--- src/design/bank_pkg.sv ---
package bank_pkg;

  // ------------------------------------------------------------------------
  // sizes
  // ------------------------------------------------------------------------
  localparam int DATA_W     = 128;
  localparam int ADDR_W     = 7;
  localparam int RAM_DEPTH  = 128;
  localparam int WBUF_ID_W  = 8;
  // only the low id bits select one of the buffer entries
  localparam int WBUF_IDX_W = 3;
  localparam int CH_W       = 2;
  localparam int ROB_W      = 3;

  // ------------------------------------------------------------------------
  // request opcodes and line states
  // ------------------------------------------------------------------------
  localparam logic [2:0] OP_WRITE         = 3'd0;
  localparam logic [2:0] OP_READ          = 3'd1;
  localparam logic [2:0] OP_READ_LINEFILL = 3'd2;
  localparam logic [2:0] OP_WRITE_BACK    = 3'd3;

  localparam logic [1:0] ST_EMPTY = 2'd0;
  localparam logic [1:0] ST_SYNC  = 2'd1;
  localparam logic [1:0] ST_DIRTY = 2'd2;

  // bank address, seen as a flat ram index or as line plus offset
  typedef union packed {
    logic [ADDR_W-1:0] raw;
    struct packed {
      logic [ADDR_W-2:0] set_way;
      logic              offset;
    } f;
  } bank_addr_u;

endpackage

--- src/design/bank_sram_controller.sv ---
module bank_sram_controller
  import bank_pkg::*;
(
  input  logic                 clk_i,
  input  logic                 rst_i,
  // head of the issue queue
  input  logic                 isu_valid_i,
  input  logic [2:0]           isu_opcode_i,
  input  logic [ADDR_W-1:0]    isu_addr_i,
  input  logic [WBUF_ID_W-1:0] isu_wbuf_id_i,
  input  logic [CH_W-1:0]      isu_channel_i,
  input  logic [ROB_W-1:0]     isu_rob_i,
  input  logic [1:0]           isu_state0_i,
  input  logic [1:0]           isu_state1_i,
  input  logic [DATA_W-1:0]    isu_fill0_i,
  input  logic [DATA_W-1:0]    isu_fill1_i,
  output logic                 isu_done_o,
  // write buffer
  output logic                 wbuf_req_valid_o,
  input  logic                 wbuf_req_ready_i,
  output logic [WBUF_ID_W-1:0] wbuf_req_id_o,
  input  logic                 wbuf_rtn_valid_i,
  input  logic [DATA_W-1:0]    wbuf_rtn_data_i,
  // data ram
  output logic                 ram_en_o,
  output logic                 ram_we_o,
  output logic [ADDR_W-1:0]    ram_addr_o,
  output logic [DATA_W-1:0]    ram_wdata_o,
  input  logic [DATA_W-1:0]    ram_rdata_i,
  // crossbar
  output logic                 xbar_valid_o,
  input  logic                 xbar_ready_i,
  output logic [CH_W-1:0]      xbar_channel_o,
  output logic [ROB_W-1:0]     xbar_rob_o,
  output logic [DATA_W-1:0]    xbar_data_o,
  // sub-memory
  output logic                 biu_valid_o,
  input  logic                 biu_ready_i,
  output logic [DATA_W-1:0]    biu_data_o,
  output logic [ADDR_W-1:0]    biu_addr_o
);

  bank_addr_u        head_addr;
  bank_addr_u        cur_addr;
  logic              is_wr;
  logic              is_rd;
  logic              is_lf;
  logic              is_wb;
  logic              is_known;
  logic [1:0]        unsel_state;
  logic              lf_two;
  logic              wb_two;
  logic              second_off;
  logic              lf_wr;
  logic              lf_send;
  logic              rd_en;
  logic              wr_en;
  logic              xbar_fire;
  logic              biu_fire;
  logic              done;
  logic [1:0]        step_q;
  logic [1:0]        step_nxt;
  logic [DATA_W-1:0] sel_fill;
  logic [DATA_W-1:0] cur_fill;
  logic [DATA_W-1:0] rd_data;
  logic [DATA_W-1:0] hold_q;
  logic              rd_fresh_q;

  // ------------------------------------------------------------------------
  // decode
  // ------------------------------------------------------------------------
  assign head_addr = isu_addr_i;

  assign is_wr    = (isu_opcode_i == OP_WRITE);
  assign is_rd    = (isu_opcode_i == OP_READ);
  assign is_lf    = (isu_opcode_i == OP_READ_LINEFILL);
  assign is_wb    = (isu_opcode_i == OP_WRITE_BACK);
  assign is_known = is_wr | is_rd | is_lf | is_wb;

  assign unsel_state = head_addr.f.offset ? isu_state0_i : isu_state1_i;

  // other offset is filled too while it is still empty
  assign lf_two = (unsel_state == ST_EMPTY);
  assign wb_two = (unsel_state == ST_DIRTY);

  // linefill step 1 and write back steps 2/3 work on the other offset
  assign second_off = is_lf ? (step_q == 2'd1) : (is_wb & step_q[1]);

  assign cur_addr.f.set_way = head_addr.f.set_way;
  assign cur_addr.f.offset  = head_addr.f.offset ^ second_off;

  assign sel_fill = head_addr.f.offset ? isu_fill1_i : isu_fill0_i;
  assign cur_fill = cur_addr.f.offset ? isu_fill1_i : isu_fill0_i;

  // ------------------------------------------------------------------------
  // step sequencing
  // ------------------------------------------------------------------------
  assign lf_wr   = isu_valid_i & is_lf & ((step_q == 2'd0) | ((step_q == 2'd1) & lf_two));
  assign lf_send = is_lf & (lf_two ? (step_q == 2'd2) : (step_q == 2'd1));

  assign xbar_valid_o = isu_valid_i & ((is_rd & (step_q == 2'd1)) | lf_send);
  assign biu_valid_o  = isu_valid_i & is_wb & step_q[0];
  assign xbar_fire    = xbar_valid_o & xbar_ready_i;
  assign biu_fire     = biu_valid_o & biu_ready_i;

  assign wbuf_req_valid_o = isu_valid_i & is_wr & (step_q == 2'd0);
  assign wbuf_req_id_o    = isu_wbuf_id_i;

  // unknown opcodes retire at once so the queue cannot stall
  assign done = isu_valid_i & ((is_wr & (step_q == 2'd2))
                             | ((is_rd | is_lf) & xbar_fire)
                             | (is_wb & biu_fire & (step_q[1] | ~wb_two))
                             | ~is_known);

  assign isu_done_o = done;

  always_comb begin
    step_nxt = step_q;
    if (done) begin
      step_nxt = 2'd0;
    end else if (isu_valid_i) begin
      if (is_wr) begin
        if (wbuf_req_valid_o & wbuf_req_ready_i) begin
          step_nxt = 2'd1;
        end else if ((step_q == 2'd1) & wbuf_rtn_valid_i) begin
          step_nxt = 2'd2;
        end
      end
      if (is_rd & (step_q == 2'd0)) begin
        step_nxt = 2'd1;
      end
      if (lf_wr) begin
        step_nxt = step_q + 2'd1;
      end
      // even steps read the ram, odd steps wait for the beat to leave
      if (is_wb & (~step_q[0] | biu_fire)) begin
        step_nxt = step_q + 2'd1;
      end
    end
  end

  always_ff @(posedge clk_i or posedge rst_i) begin
    if (rst_i) begin
      step_q     <= 2'd0;
      rd_fresh_q <= 1'b0;
    end else begin
      step_q     <= step_nxt;
      rd_fresh_q <= rd_en;
    end
  end

  // ------------------------------------------------------------------------
  // ram access and held read data
  // ------------------------------------------------------------------------
  assign rd_en = isu_valid_i & ((is_rd & (step_q == 2'd0)) | (is_wb & ~step_q[0]));
  assign wr_en = isu_valid_i & is_wr & (step_q == 2'd1) & wbuf_rtn_valid_i;

  assign ram_en_o    = rd_en | wr_en | lf_wr;
  assign ram_we_o    = wr_en | lf_wr;
  assign ram_addr_o  = cur_addr.raw;
  assign ram_wdata_o = is_lf ? cur_fill : wbuf_rtn_data_i;

  // capture read data in its first cycle, serve from the copy afterwards
  always_ff @(posedge clk_i) begin
    if (rd_fresh_q) begin
      hold_q <= ram_rdata_i;
    end
  end

  assign rd_data = rd_fresh_q ? ram_rdata_i : hold_q;

  assign xbar_data_o    = is_lf ? sel_fill : rd_data;
  assign xbar_channel_o = isu_channel_i;
  assign xbar_rob_o     = isu_rob_i;

  assign biu_data_o = rd_data;
  assign biu_addr_o = cur_addr.raw;

endmodule

--- config.mk ---
export PLATFORM = sky130hd
export DESIGN_NAME = bank_sram_controller
export DESIGN_NICKNAME = d
export VERILOG_FILES = /design/src/design/bank_pkg.sv /design/src/design/bank_sram_controller.sv
export SDC_FILE = /design/constraint.sdc
export NUM_CORES = 1
export LEC_CHECK = 0
export BUFFER_PORTS_ARGS = -buffer_cell sky130_fd_sc_hd__buf_2
export CAP_MARGIN = 40
export CORE_AREA = 2 2 372 374
export CTS_CLUSTER_SIZE = 30
export DETAILED_ROUTE_END_ITERATION = 7
export DIE_AREA = 0 0 374 376
export GPL_TIMING_DRIVEN = 0
export SETUP_SLACK_MARGIN = 0.3
export SLEW_MARGIN = 20
export SYNTH_ARGS = -nofsm -noshare
export SYNTH_HDL_FRONTEND = slang
export SYNTH_SLANG_ARGS = --single-unit
--- constraint.sdc ---
create_clock -name clk_i -period 2.1 [get_ports clk_i]
set_clock_uncertainty 0.1 [all_clocks]
set_input_delay 0.105 -clock clk_i [delete_from_list [all_inputs] [get_ports clk_i]]
set_output_delay 0.105 -clock clk_i [all_outputs]
set_load 0.02 [all_outputs]
# Word-level counts from Yosys, hierarchy flattened
# Index checks and enable logic that the tools add are counted.
[totals] register_bits=131 out_inout_bits=417 wordCells=78
[op_classes] addsub=1 n_eq_ne=6 muxes=16 bitwise=45 n_reduce_logical=7
[op_table] op="2-to-1 mux 128 bit" n=5
[op_table] op="bitwise AND 1 bit" n=26
[op_table] op="2-to-1 mux 2 bit" n=9
[op_table] op="bitwise OR 1 bit" n=15
[op_table] op="equality test 3 x 2 -> 1 bit (second input constant)" n=2
[op_table] op="nonzero test 6 bit" n=1
[op_table] op="nonzero test 5 bit" n=1
[op_table] op="equality test 2 bit (second input constant)" n=2
[op_table] op="zero test 2 bit" n=2
[op_table] op="equality test 3 x 1 -> 1 bit (second input constant)" n=1
[op_table] op="zero test 3 bit" n=1
[op_table] op="inverter 1 bit" n=3
[op_table] op="AND reduction 3 bit" n=1
[op_table] op="adder 2 x 1 -> 2 bit (second input constant)" n=1
[op_table] op="equality test 2 x 1 -> 1 bit (second input constant)" n=1
[op_table] op="2-to-1 mux 1 bit" n=2
[op_table] op="nonzero test 2 bit" n=1
[op_table] op="XOR 1 bit" n=1

# Logic depth before layout (Yosys ltp)
# Gate-level depths: netlist of the first run.
[logic_depth] ltp_word=14 mapped_depth=9 mapped_depth_nobuf=7

# Worst setup path before layout of the first run
# No wires, ideal clock.
[synth_path] kind="register -> output" start="register step_q[1]" end="output ram_wdata_o[118]" arrival_ns=2.294 t_required_ns=1.895 slack_ns=-0.399 path_stages_with_launch=10 cell_sequence="dfrtp_1 inv_1 ha_1 mux2i_1 nor3b_1 xnor2_1 buf_2 buf_2 mux2i_1 o21ai_0"
[synth_via] elab_chain_cells=5
[synth_rtl] item="start, declared" line="bank_sram_controller.sv:61" text="logic [1:0] step_q;"
[synth_rtl] item="start signal, assigned" line="bank_sram_controller.sv:147" text="step_q <= step_nxt;"
[synth_rtl] item="equality test 2 x 1 -> 1 bit or bitwise AND 1 bit (tied branches)" line="bank_sram_controller.sv:87" text="assign second_off = is_lf ? (step_q == 2'd1) : (is_wb & step_q[1]);"
[synth_rtl] item="2-to-1 mux 1 bit (*)" line="bank_sram_controller.sv:87"
[synth_rtl] item="XOR 1 bit (*)" line="bank_sram_controller.sv:90" text="assign cur_addr.f.offset = head_addr.f.offset ^ second_off;"
[synth_rtl] item="2-to-1 mux 128 bit (*)" line="bank_sram_controller.sv:93" text="assign cur_fill = cur_addr.f.offset ? isu_fill1_i : isu_fill0_i;"
[synth_rtl] item="2-to-1 mux 128 bit (*)" line="bank_sram_controller.sv:161" text="assign ram_wdata_o = is_lf ? cur_fill : wbuf_rtn_data_i;"
[synth_rtl] item="end, declared" line="bank_sram_controller.sv:28" text="output logic [DATA_W-1:0] ram_wdata_o,"
# Mark *: on every way between the ends. The rest lies on a longest branch, timed or not.

# Worst setup path after layout of the first run
[layout_path] start="register step_q[1]" end="output ram_wdata_o[87]"
# Same word-level chain as after synthesis.

==> results of run 1 <==
## layer usage
layer | part of all wire [%] | vias to the layer above | GRT usage [%]
met2 | 45 | 1005 | 27.5
met5 | 0.087 | - | 0
met4 | 5.3 | 20 | 7.92
met3 | 8.6 | 305 | 5.79
li1 | - | 7085 | -
met1 | 41 | 8173 | 21.6
## worst register-to-register path, stage by stage (launching register included)
cell and delay (ns):
dfrtp_2 0.48, clkbuf_16 0.18, buf_16 0.15, buf_12 0.15, buf_12 0.12, clkbuf_16 0.18
mux2_4 0.39, buf_6 0.13, buf_6 0.11, buf_4 0.13, buf_6 0.10
## repair_timing
action                                  4_1_cts  5_1_grt
pin swaps                                    21       31
hold buffers                                134        0
cloned                                       19        4
endpoints found under the setup margin      513      481
gates resized for setup                    1414      309
buffers inserted                            124       82
endpoints found under the hold margin       134        0
## placed cells by master, fill, tap and decap left out, types with 8 or more instances in the layout
master / count
dfxtp_1: 128
buf_6: 478
clkbuf_1: 36
mux2i_4: 101
clkbuf_2: 22
dlygate4sd3_1: 134
buf_16: 22
o21ai_2: 120
nor2_4: 126
diode_2: 34
buf_2: 576
a21oi_2: 81
o21ai_4: 8
mux2i_1: 139
mux2_4: 128
buf_12: 40
clkbuf_16: 39
buf_4: 101
nand2_1: 130
clkbuf_4: 12
a21oi_4: 46
mux2i_2: 18
buf_8: 23
## sequential cells by signal, indices dropped and copies added, names as in the netlist
signal / flops
rd_fresh_q: 1
step_q: 2
hold_q: 128
## path summary, 6_finish.rpt
path	slack, ns	startpoint	end	depth (start not counted)
setup / recovery	-1.11	step_q[1]$_DFFE_PP0P_	ram_wdata_o[87]	12
hold / removal	0.10	isu_opcode_i[1]	rd_fresh_q$_DFF_PP0_	4
setup reg to reg	-0.20	rd_fresh_q$_DFF_PP0_	hold_q[10]$_DFF_P_	10
hold reg to reg	0.41	hold_q[64]$_DFF_P_	hold_q[64]$_DFF_P_	1
max in group asynchronous	1.06	rst_i	step_q[0]$_DFFE_PP0P_	4
min in group asynchronous	0.59	rst_i	rd_fresh_q$_DFF_PP0_	4
## final cells by class
cell class / instances / area share (%)
buffer: 128 / 4.09
multi-input combinational: 952 / 37.0
clock buffer: 21 / 1.56
timing repair buffer: 1336 / 39.9
sequential: 131 / 8.95
tap: 1794 / 7.61
clock inverter: 11 / 0.509
inverter: 6 / 0.0763
antenna: 34 / 0.288
## kinds of logic after synthesis
group                    count (synthesis)  synth area share (%)
multiplexers                           386                  40.4
AND/OR/NAND/NOR                        287                  11.7
AO/OA/AOI/OAI                          275                  14.4
buffers and inverters                  136                  6.42
flip-flops                             131                  26.5
adder cells (fa/ha/maj)                  3                 0.377
XOR/XNOR                                 1                0.0880
## power by group through the flow
stage	Clock, W	Sequential [W]	Combinational (W)
2_1_floorplan	0	0.00339	0.00506
3_3_place_gp	0	0.00342	0.00977
3_5_place_dp	0	0.00346	0.00987
4_1_cts	0.00369	0.00343	0.0150
5_1_grt	0.00376	0.00354	0.0171
6_report	0.00354	0.00348	0.0167
## through the flow
stage	worst slack [ns]	std cells	instance area, um2	hold slack (ns)	util, %
5_1_grt	-1.30	4404	29500	0.0754	21.6
2_1_floorplan	-0.0531	1219	10900	-0.241	-
4_1_cts	-1.23	4291	27300	-0.00532	20.0
3_5_place_dp	-1.77	3984	18300	-0.0315	13.4
3_3_place_gp	-2.80	3952	17900	-0.0302	13.1
6_report	-1.11	4413	29500	0.104	21.6
==> summary.txt, run 1 <==
STA
  – Slew @ Worst Pin: 0.937 ns
  – Final Hold Fails: 0
  – Setup repair after global routing missed its margin: yes
  – Tcrit/Tclk final: 153%
  – Fin. max-slew vios: 0
  – Setup ws final: -1.11 ns
  – Final setup fails: roughly 400
  – Fin Setup TNS: -253.89 ns
  – Max_slew headroom: between 30 and 40%
  – Max Fclk: 0.311 GHz
  – Final min period: around 3.2 ns

Power
  – Psw: 0.0107 W
  – Clock power frac: 15.0%
  – Total Power: 0.0237 W
  – Combinational power share: 70.3%
  – P_int: roughly 0.013 W
  – Peak VDD IR: approximately 0.77 mV
  – Switching Fraction: a little under half
  – Sequential Power Share: between 10% and 20%
  – P_leak: 13.0 nW
  – Pwr dens: 803 mW/mm2

Finish
  – Storage cell area: about 0.0026 mm2
  – Final-stage net count: approximately 3,100
  – Fillers: about 15,000
  – Layout cells sized above 1: about 76%
  – Multi-input gate area: 0.0109 mm2
  – Area growth, synth to finish: 197%

Floorplan
  – Row Count: ~140
  – Die Area: 0.141 mm2
  – Core Box Area: roughly 0.14 mm2
  – Initial cell density of the core: between 7 and 8%
  – Die Span Y: ~380 um
  – Die W: 374 um
  – Top Ports: between 900 and 1,000

Detailed routing
  – DR vias: around 17,000
  – # DRC: 0
  – ANT nets after route: 0
  – Final wirelength: 132,000 um
  – DR pass1 iterations: 5
  – Mean number of vias per cell: 3.76
  – WL/cell: 29.9 um
  – DRT iter0 DRCs: slightly above 900

Global routing
  – Total Routing Usage GR: 17.5%
  – First-pass GRT wire length: 162,000 um
  – Vias in the first global route: approximately 17,000
  – Initial antenna violation count: 53
  – Remaining Overflow, GRT: 0
  – Pin count of the biggest net entering global routing: 17

Critical path
  – Cell mode on critical path: buf_12
  – Crit-path cells: inv_2, ha_4, mux2i_4, nor3b_4, xnor2_4, buf_12, clkbuf_16, buf_4, buf_12, mux2i_2, o21ai_2, buf_2
  – Critical path's slowest cell: dfrtp_1
  – CP required: approximately 1.9 ns
  – Top Family by Delay on Critical Path: buffers and inverters
  – CP bufs+invs: 6
  – CP arrival: 3.01 ns
  – CP Max Fanout: 8
  – CP endpoint kind: output port
  – Worst setup SP type: flop
  – Critical path class: flop to output port
  – CP max stage delay: around 0.42 ns

Clocking
  – H-tree depth: 4
  – Longest Clk Path Bufs: 2
  – Clock latency on the worst-skew pair: 0.52 ns
  – CTS tree: yes
  – CTS Root Cell: clkbuf_16
  – Reg clk slew, reported paths: approximately 0.080 ns
  – CTS sink cnt: ~130
  – Total CTS buffers: 17

Synth
  – Unique masters post-synth: 44
  – Async SR Flop Fraction: approximately 2.3%
  – Gate Count Post-Synth: 1,219
  – Mean area per synthesized cell: slightly above 8 um2
  – Synth top cells by count: 258 x mux2i_1, 132 x nor2_1, 131 x a21oi_1
  – Synth Register Bits: between 100 and 150
  – Number of synthesized flops with an enable pin: 0
  – Sequential element share of the synthesized area: between 20% and 30%
  – Top cells by area, synth: mux2i_1 26%, dfxtp_1 26%, mux2_2 14%, a21oi_1 6.6%, o21ai_0 6.0%
  – Synth area leader: mux2i_1
  – Yosys top cell area share: 25.9%
  – Cell Area, Synth: 0.00995 mm2
  – Ys Warns: 0
  – Syn_nets: about 1,800
  – Top-count cell post-synth: mux2i_1
  – Ys flop type: dfxtp_1

Run status
  – Failing checks: negative setup slack
  – Outcome: complete, but fails checks

Place
  – Placer Congestion: around 0.9
  – PortBufs: ~940
  – Post-DP HPWL: 103,000 um

Flow run
  – Maxcap violations: 0

Hold path
  – Hold crit path type: input port to flop
Power figures use the tool's default switching activity.
==> inputs of run 2 (changes only) <==
--- a/config.mk
+++ b/config.mk
@@ -7,10 +7,10 @@
 export LEC_CHECK = 0
 export BUFFER_PORTS_ARGS = -buffer_cell sky130_fd_sc_hd__buf_2
 export CAP_MARGIN = 40
-export CORE_AREA = 2 2 372 374
+export CORE_AREA = 2 2 379 381
 export CTS_CLUSTER_SIZE = 30
 export DETAILED_ROUTE_END_ITERATION = 7
-export DIE_AREA = 0 0 374 376
+export DIE_AREA = 0 0 381 383
 export GPL_TIMING_DRIVEN = 0
 export SETUP_SLACK_MARGIN = 0.3
 export SLEW_MARGIN = 20
==> constraint.sdc (replaced) <==
create_clock -name clk_i -period 3.5 [get_ports clk_i]
set_clock_uncertainty 0.1 [all_clocks]
set_input_delay 0.175 -clock clk_i [delete_from_list [all_inputs] [get_ports clk_i]]
set_output_delay 0.175 -clock clk_i [all_outputs]
set_load 0.02 [all_outputs]
==> run 2 against run 1 <==
- the run now ends clean
- register-to-register slack better by 1.1 ns
- critical endpoint is now ram_wdata_o[52]
- combinational power down 61%
- sequential share of layout area up 3.0 points
- non-clock buffer count shrank 185
- flip-flop and latch count unchanged
- first-iteration DRC count is 7.4% lower
==> summary.txt, run 2 (synthesis results as in run 1) <==
STA
  – Worst hold slack: 0.0816 ns (was 0.104 ns)
  – Slew @ Worst Pin: 0.851 ns (was 0.937 ns)
  – Fin. max-slew vios: 0 (unchanged)
  – Final setup fails: 0 (was 394)
  – Tcrit/Tclk final: a little over nine tenths
  – Final min period: approximately 3.3 ns
  – Setup repair after global routing missed its margin: yes (unchanged)
  – Final Hold Fails: 0 (unchanged)
  – Setup ws final: 0.153 ns (was -1.11 ns)
  – Max Fclk: between 0.2 and 0.3 GHz
  – Max_slew headroom: 43.3% (was 37.6%)
  – Fin Setup TNS: 0 ns (was -253.89 ns)

Power
  – P_leak: 10.1 nW (was 13.0 nW)
  – Peak VDD IR: 0.324 mV (was 0.765 mV)
  – Pwr dens: 468 mW/mm2 (was 803 mW/mm2)

Detailed routing
  – ANT nets after route: 0 (unchanged)
  – Final wirelength: 119,000 um (was 132,000 um)
  – DRT iter0 DRCs: 852 (was 920)
  – WL/cell: 27.5 um (was 29.9 um)
  – DR pass1 iterations: 6 (was 5)
  – # DRC: 0 (unchanged)
  – DR vias: 15,165 (was 16,588)
  – Mean number of vias per cell: 3.50 (was 3.76)

Flow run
  – Maxcap violations: 0 (unchanged)

Floorplan
  – Top Ports: 963 (unchanged)
  – Row Count: 139 (was 136)
  – Die Area: 0.146 mm2 (was 0.141 mm2)
  – Die W: 381 um (was 374 um)
  – Die Span Y: 383 um (was 376 um)
  – Initial cell density of the core: 7.00% (was 7.28%)
  – Core Box Area: 0.142 mm2 (was 0.137 mm2)

Finish
  – Most frequent cells in the layout: 883 x buf_2, 171 x mux2i_1, 133 x dlygate4sd3_1 (was 576 x buf_2, 478 x buf_6, 139 x mux2i_1)
  – Top Registers: hold_q: 128 flops, step_q: 2 flops, rd_fresh_q: 1 flops (unchanged)
  – Fillers: 16,214 (was 14,578)
  – Max FFs per register: 128 (unchanged)
  – Most common cell after layout, fill and taps aside: buf_2 (unchanged)
  – Final-stage net count: 2,936 (was 3,121)
  – Area growth, synth to finish: 122% (was 197%)
  – Layout cells sized above 1: 59.5% (was 76.4%)
  – Largest register by flop count: hold_q (unchanged)
  – Post-route cell area: 0.0221 mm2 (was 0.0295 mm2)
  – Non-Filler Instances: 4,333 (was 4,413)

Global routing
  – Total Routing Usage GR: 15.6% (was 17.5%)
  – First-pass GRT wire length: 147,000 um (was 162,000 um)
  – Initial antenna violation count: 71 (was 53)
  – Pin count of the biggest net entering global routing: 17 (unchanged)
  – Remaining Overflow, GRT: 0 (unchanged)
  – Vias in the first global route: 14,489 (was 16,628)

Place
  – Placer Congestion: 0.901 (was 0.916)
  – DP Cell Count: 4,085 (was 3,984)
  – Post-DP HPWL: 103,000 um (about the same)
  – PortBufs: 939 (unchanged)
  – Placed Area: 0.0173 mm2 (was 0.0183 mm2)
  – Setup WS pre-CTS: -0.891 ns (was -1.77 ns)

Critical path
  – CP endpoint kind: output port (unchanged)
  – Worst reg-to-reg path cell count: 9 (was 10)
  – Critical path class: flop to output port (unchanged)
  – CP Max Fanout: 6 (was 8)
  – CP required: 3.22 ns (was 1.89 ns)
  – CP arrival: 3.07 ns (was 3.01 ns)
  – Worst setup startpoint: step_q[1]$_DFFE_PP0P_ (unchanged)
  – Worst r2r src: step_q[1]$_DFFE_PP0P_ (was rd_fresh_q$_DFF_PP0_)
  – Worst setup SP type: flop (unchanged)

Clocking
  – Reg clk slew, reported paths: 0.07 ns (was 0.08 ns)
  – H-tree depth: 4 (unchanged)
  – Total CTS buffers: 17 (unchanged)
  – Clock latency on the worst-skew pair: 0.50 ns (was 0.52 ns)
  – CTS Root Cell: clkbuf_16 (unchanged)
  – CTS tree: yes (unchanged)
  – CTS sink cnt: 131 (unchanged)
  – Longest Clk Path Bufs: 2 (unchanged)

Hold path
  – Hold crit path type: input port to async pin (was input port to flop)

Run status
  – Outcome: completed (was complete, but fails checks)
run 2: worst paths after layout:
check                                   endpoint  slack, ns
max                              ram_wdata_o[52]       0.15
min                        step_q[1]$_DFFE_PP0P_       0.08
max reg2reg                step_q[0]$_DFFE_PP0P_       0.92
min reg2reg                   hold_q[85]$_DFF_P_       0.39
max in group asynchronous  step_q[0]$_DFFE_PP0P_       3.08
min in group clk_i         step_q[1]$_DFFE_PP0P_       0.12
run 2: area by class of cell:
class	instances	area (um2)	share of cell area (%)
Clock inverter	14	105	0.475
Timing Repair Buffer	1149	7470	33.7
Inverter	6	22.5	0.102
Multi-Input combinational cell	952	8060	36.4
Tap cell	1903	2380	10.8
Sequential cell	131	2640	11.9
Clock buffer	18	439	1.98
Buffer	130	948	4.28
Antenna cell	30	75.1	0.339
run 2: per-stage QoR:
step | power, W | util, %
finish | 0.0104 | 15.6
global route | 0.0108 | 15.5
CTS | 0.0103 | 15.0
detailed placement | 0.00772 | 12.2
global placement | 0.00765 | 12.0
floorplan | 0.00479 | -
run 2: what timing repair did:
action / in CTS / in global routing
gates cloned: 5 / 3
gates resized for setup: 411 / 185
buffers inserted: 35 / 10
endpoints found under the hold margin: 134 / 0
pin swaps: 7 / 14
setup endpoints to repair: 315 / 155
hold buffers: 133 / 0
run 2: report_power, final:
group | internal [W] | switching (W) | leakage, nW
clock network | 0.000926 | 0.000929 | 0.255
logic | 0.00223 | 0.00424 | 8.77
registers | 0.00194 | 0.000102 | 1.12
total | 0.00510 | 0.00527 | 10.1
run 2: critical path, cell delays in order, from the launching register on:
cell	delay, ns
dfrtp_1	0.41
inv_2	0.09
ha_4	0.13
mux2i_2	0.06
nor3b_2	0.25
xnor2_2	0.09
buf_6	0.14
clkbuf_16	0.16
buf_6	0.12
buf_12	0.11
buf_6	0.11
buf_12	0.14
buf_12	0.13
mux2i_2	0.15
o21ai_4	0.28
buf_6	0.17
run 2: metal layers:
layer | global-route usage [%] | routed length, um
met1 | 19.1 | 49200
met2 | 24.4 | 53400
met3 | 6.04 | 11400
met4 | 6.19 | 4780
met5 | 0 | 252
==> inputs of run 3 (changes only) <==
--- a/config.mk
+++ b/config.mk
@@ -5,12 +5,13 @@
 export SDC_FILE = /design/constraint.sdc
 export NUM_CORES = 1
 export LEC_CHECK = 0
+export ABC_AREA = 1
 export BUFFER_PORTS_ARGS = -buffer_cell sky130_fd_sc_hd__buf_2
 export CAP_MARGIN = 40
-export CORE_AREA = 2 2 379 381
+export CORE_AREA = 2 2 376 378
 export CTS_CLUSTER_SIZE = 30
 export DETAILED_ROUTE_END_ITERATION = 7
-export DIE_AREA = 0 0 381 383
+export DIE_AREA = 0 0 378 380
 export GPL_TIMING_DRIVEN = 0
 export SETUP_SLACK_MARGIN = 0.3
 export SLEW_MARGIN = 20
==> run 3 against run 2 <==
- sequential power increased by 8%
- worst hold slack got worse by 0.036 ns
- flip-flop and latch count unchanged
- via count increased by 15%
- cell area decreased by 13%
- non-clock buffer count decreased by 42
- critical path depth decreased by 6
- setup slack improved by 0.28 ns
- power increased by 12%
- die area decreased by 1.6%
- sequential share of layout area increased by 1.7 points
- critical endpoint is now xbar_data_o[108]
- largest cell class unchanged
- largest power group unchanged
- highest routed layer unchanged
==> summary.txt, run 3 <==
Run status
  – Outcome: completed (unchanged)

Synth
  – Async SR Flop Fraction: 2.29% (unchanged)
  – Gate Count Post-Synth: 1,533 (was 1,219)
  – Number of synthesized flops with an enable pin: 0 (unchanged)
  – Synth top cells by count: 421 x nand2_1, 265 x nor2_1, 221 x o21ai_1 (was 258 x mux2i_1, 132 x nor2_1, 131 x a21oi_1)
  – Mean area per synthesized cell: 6.41 um2 (was 8.16 um2)
  – Synth area leader: dfxtp_1 (was mux2i_1)
  – Synth Register Bits: 131 (unchanged)
  – Cell Area, Synth: 0.00983 mm2 (was 0.00995 mm2)
  – Sequential element share of the synthesized area: 26.8% (was 26.5%)
  – Ys flop type: dfxtp_1 (unchanged)
  – Unique masters post-synth: 26 (was 44)
  – Yosys top cell area share: 26.1% (was 25.9%)
  – Syn_nets: 2,082 (was 1,768)
  – Top cells by area, synth: dfxtp_1 26%, nand2_1 16%, mux2_2 15%, o21ai_1 11%, nor2_1 10% (was mux2i_1 26%, dfxtp_1 26%, mux2_2 14%, a21oi_1 6.6%, o21ai_0 6.0%)
  – Top-count cell post-synth: nand2_1 (was mux2i_1)
  – Ys Warns: 0 (unchanged)

Detailed routing
  – # DRC: 0 (unchanged)
  – Final wirelength: 143,000 um (was 119,000 um)
  – DRT iter0 DRCs: 1,615 (was 852)
  – DR pass1 iterations: 6 (unchanged)
  – WL/cell: 31.2 um (was 27.5 um)
  – DR vias: 17,511 (was 15,165)
  – Mean number of vias per cell: 3.82 (was 3.50)
  – ANT nets after route: 0 (unchanged)

STA
  – Final min period: 3.06 ns (was 3.35 ns)
  – Tcrit/Tclk final: 87.6% (was 95.6%)
  – Slew @ Worst Pin: 0.763 ns (was 0.851 ns)
  – Fin. max-slew vios: 0 (unchanged)
  – Final Hold Fails: 0 (unchanged)
  – Max Fclk: 0.326 GHz (was 0.299 GHz)
  – Worst hold slack: 0.0455 ns (was 0.0816 ns)
  – Max_slew headroom: 49.1% (was 43.3%)
  – Setup repair after global routing missed its margin: yes (unchanged)
  – Final setup fails: 0 (unchanged)

Finish
  – Max FFs per register: 128 (unchanged)
  – Largest register by flop count: hold_q (unchanged)
  – Non-Filler Instances: 4,580 (was 4,333)
  – Layout cells sized above 1: 46.4% (was 59.5%)
  – Most common cell after layout, fill and taps aside: buf_2 (unchanged)
  – Most frequent cells in the layout: 954 x buf_2, 421 x nand2_1, 264 x nor2_1 (was 883 x buf_2, 171 x mux2i_1, 133 x dlygate4sd3_1)
  – Top Registers: hold_q: 128 flops, step_q: 2 flops, rd_fresh_q: 1 flops (unchanged)
  – Final core utilization: 13.9% (was 15.6%)
  – Post-route cell area: 0.0193 mm2 (was 0.0221 mm2)
  – Final-stage net count: 3,185 (was 2,936)
  – Area growth, synth to finish: 96.8% (was 122%)

Global routing
  – Vias in the first global route: 15,842 (was 14,489)
  – Total Routing Usage GR: 19.1% (was 15.6%)
  – First-pass GRT wire length: 175,000 um (was 147,000 um)
  – Remaining Overflow, GRT: 0 (unchanged)
  – Pin count of the biggest net entering global routing: 17 (unchanged)
  – Initial antenna violation count: 190 (was 71)

Place
  – Placed Area: 0.0170 mm2 (was 0.0173 mm2)
  – PortBufs: 942 (was 939)
  – DP Cell Count: 4,360 (was 4,085)
  – Placer Congestion: 1.05 (was 0.901)
  – Post-DP HPWL: 127,000 um (was 103,000 um)

Critical path
  – CP arrival: 2.79 ns (was 3.07 ns)
  – CP required: 3.22 ns (about the same)
  – Critical path class: input port to output port (was flop to output port)
  – Worst setup SP type: input port (was flop)
  – CP endpoint kind: output port (unchanged)
  – CP Max Fanout: 10 (was 6)

Clocking
  – H-tree depth: 4 (unchanged)
  – CTS tree: yes (unchanged)
  – Clock latency on the worst-skew pair: 0.51 ns (was 0.50 ns)
  – CTS sink cnt: 131 (unchanged)
  – CTS Root Cell: clkbuf_16 (unchanged)
  – Longest Clk Path Bufs: 2 (unchanged)
  – Reg clk slew, reported paths: 0.06 ns (was 0.07 ns)
  – Total CTS buffers: 17 (unchanged)

Floorplan
  – Core Box Area: 0.139 mm2 (was 0.142 mm2)
  – Initial cell density of the core: 7.06% (was 7.00%)
  – Die W: 378 um (was 381 um)
  – Die Span Y: 380 um (was 383 um)
  – Top Ports: 963 (unchanged)
  – Die Area: 0.144 mm2 (was 0.146 mm2)
  – Row Count: 137 (was 139)

Flow run
  – Maxcap violations: 0 (unchanged)

Hold path
  – Hold crit path type: input port to flop (was input port to async pin)

Power
  – Pwr dens: 600 mW/mm2 (was 468 mW/mm2)
  – P_leak: 9.12 nW (was 10.1 nW)
  – Peak VDD IR: 0.322 mV (was 0.324 mV)
[run 3: changes by cell type after synthesis, moves of 9 or more]
cell      delta
a21oi_1    -127
a31oi_1    +129
buf_2       +25
buf_6       +11
clkbuf_1    -15
inv_1       +15
mux2i_1    -258
nand2_1    +291
nand3_1      +9
nor2_1     +133
o21ai_0     -84
o21ai_1    +208
[run 3: critical path, cell delays in order]
cell and delay, ns:
buf_2 0.11, nor2_2 0.15, nand2_2 0.17, clkinv_1 0.25, buf_2 0.64, clkbuf_1 0.46
nor2_1 0.27, a31oi_1 0.31, buf_2 0.24
[run 3: what timing repair did]
action / 4_1_cts / 5_1_grt
pin swaps: 1 / 3
hold buffers: 130 / 0
resized for setup: 53 / 20
endpoints found under the setup margin: 111 / 106
setup buffers: 2 / 0
cloned: 1 / 0
hold endpoints to repair: 132 / 0
[run 3: area by class of cell]
type / count / area (um2)
Clock buffer: 18 / 439
Inverter: 25 / 101
Antenna cell: 55 / 138
Clock inverter: 14 / 155
Sequential cell: 131 / 2640
Buffer: 153 / 910
Multi-Input combinational cell: 1224 / 6340
Timing Repair Buffer: 1084 / 6270
Tap cell: 1876 / 2350
Fill cell: 16357 / 120000
[run 3: worst paths after layout]
kind / from / end / slack, ns / depth (start not counted)
worst max-delay path: isu_opcode_i[2] / xbar_data_o[108] / 0.44 / 9
worst min-delay path: ram_rdata_i[1] / hold_q[1]$_DFF_P_ / 0.05 / 2
worst max register to register: step_q[0]$_DFFE_PP0P_ / rd_fresh_q$_DFF_PP0_ / 1.50 / 7
worst min register to register: hold_q[80]$_DFF_P_ / hold_q[80]$_DFF_P_ / 0.39 / 1
max in group asynchronous: rst_i / step_q[0]$_DFFE_PP0P_ / 2.50 / 4
min in group asynchronous: rst_i / step_q[1]$_DFFE_PP0P_ / 0.64 / 4
[run 3: cell families (layout without fill, tap and decap cells)]
logic type / count (synthesis) / count (layout) / share of synthesized area (%)
AND/OR/NAND/NOR: 700 / 700 / 27.0
AO/OA/AOI/OAI: 393 / 393 / 21.8
buffers and inverters: 178 / 1294 / 9.38
flip-flops: 131 / 131 / 26.8
multiplexers: 128 / 128 / 14.7
adder cells (fa/ha/maj): 3 / 3 / 0.382
other: 0 / 55 / 0
[run 3: stage by stage]
| step | setup WS, ns | power (W) | TNS [ns] |
|---|---|---|---|
| 6_report | 0.436 | 0.0116 | 0 |
| 2_1_floorplan | 1.48 | 0.00566 | 0 |
| 3_3_place_gp | -0.497 | 0.00940 | -12.31 |
| 4_1_cts | 0.293 | 0.0118 | 0 |
| 3_5_place_dp | 0.277 | 0.00943 | 0 |
| 5_1_grt | 0.299 | 0.0121 | 0 |
[run 3: where the power goes]
group          switching, W  internal (W)
Clock              0.000940       0.00107
Sequential         0.000125       0.00209
Combinational       0.00526       0.00213
Total               0.00633       0.00529
[run 3: layer usage]
layer / global-route usage (%) / vias up / share of wire (%)
met2: 30.1 / 1284 / 44
met1: 21.2 / 8249 / 36
met5: 0 / - / 0.83
met4: 4.91 / 184 / 3.3
li1: - / 7417 / -
met3: 12.5 / 377 / 16
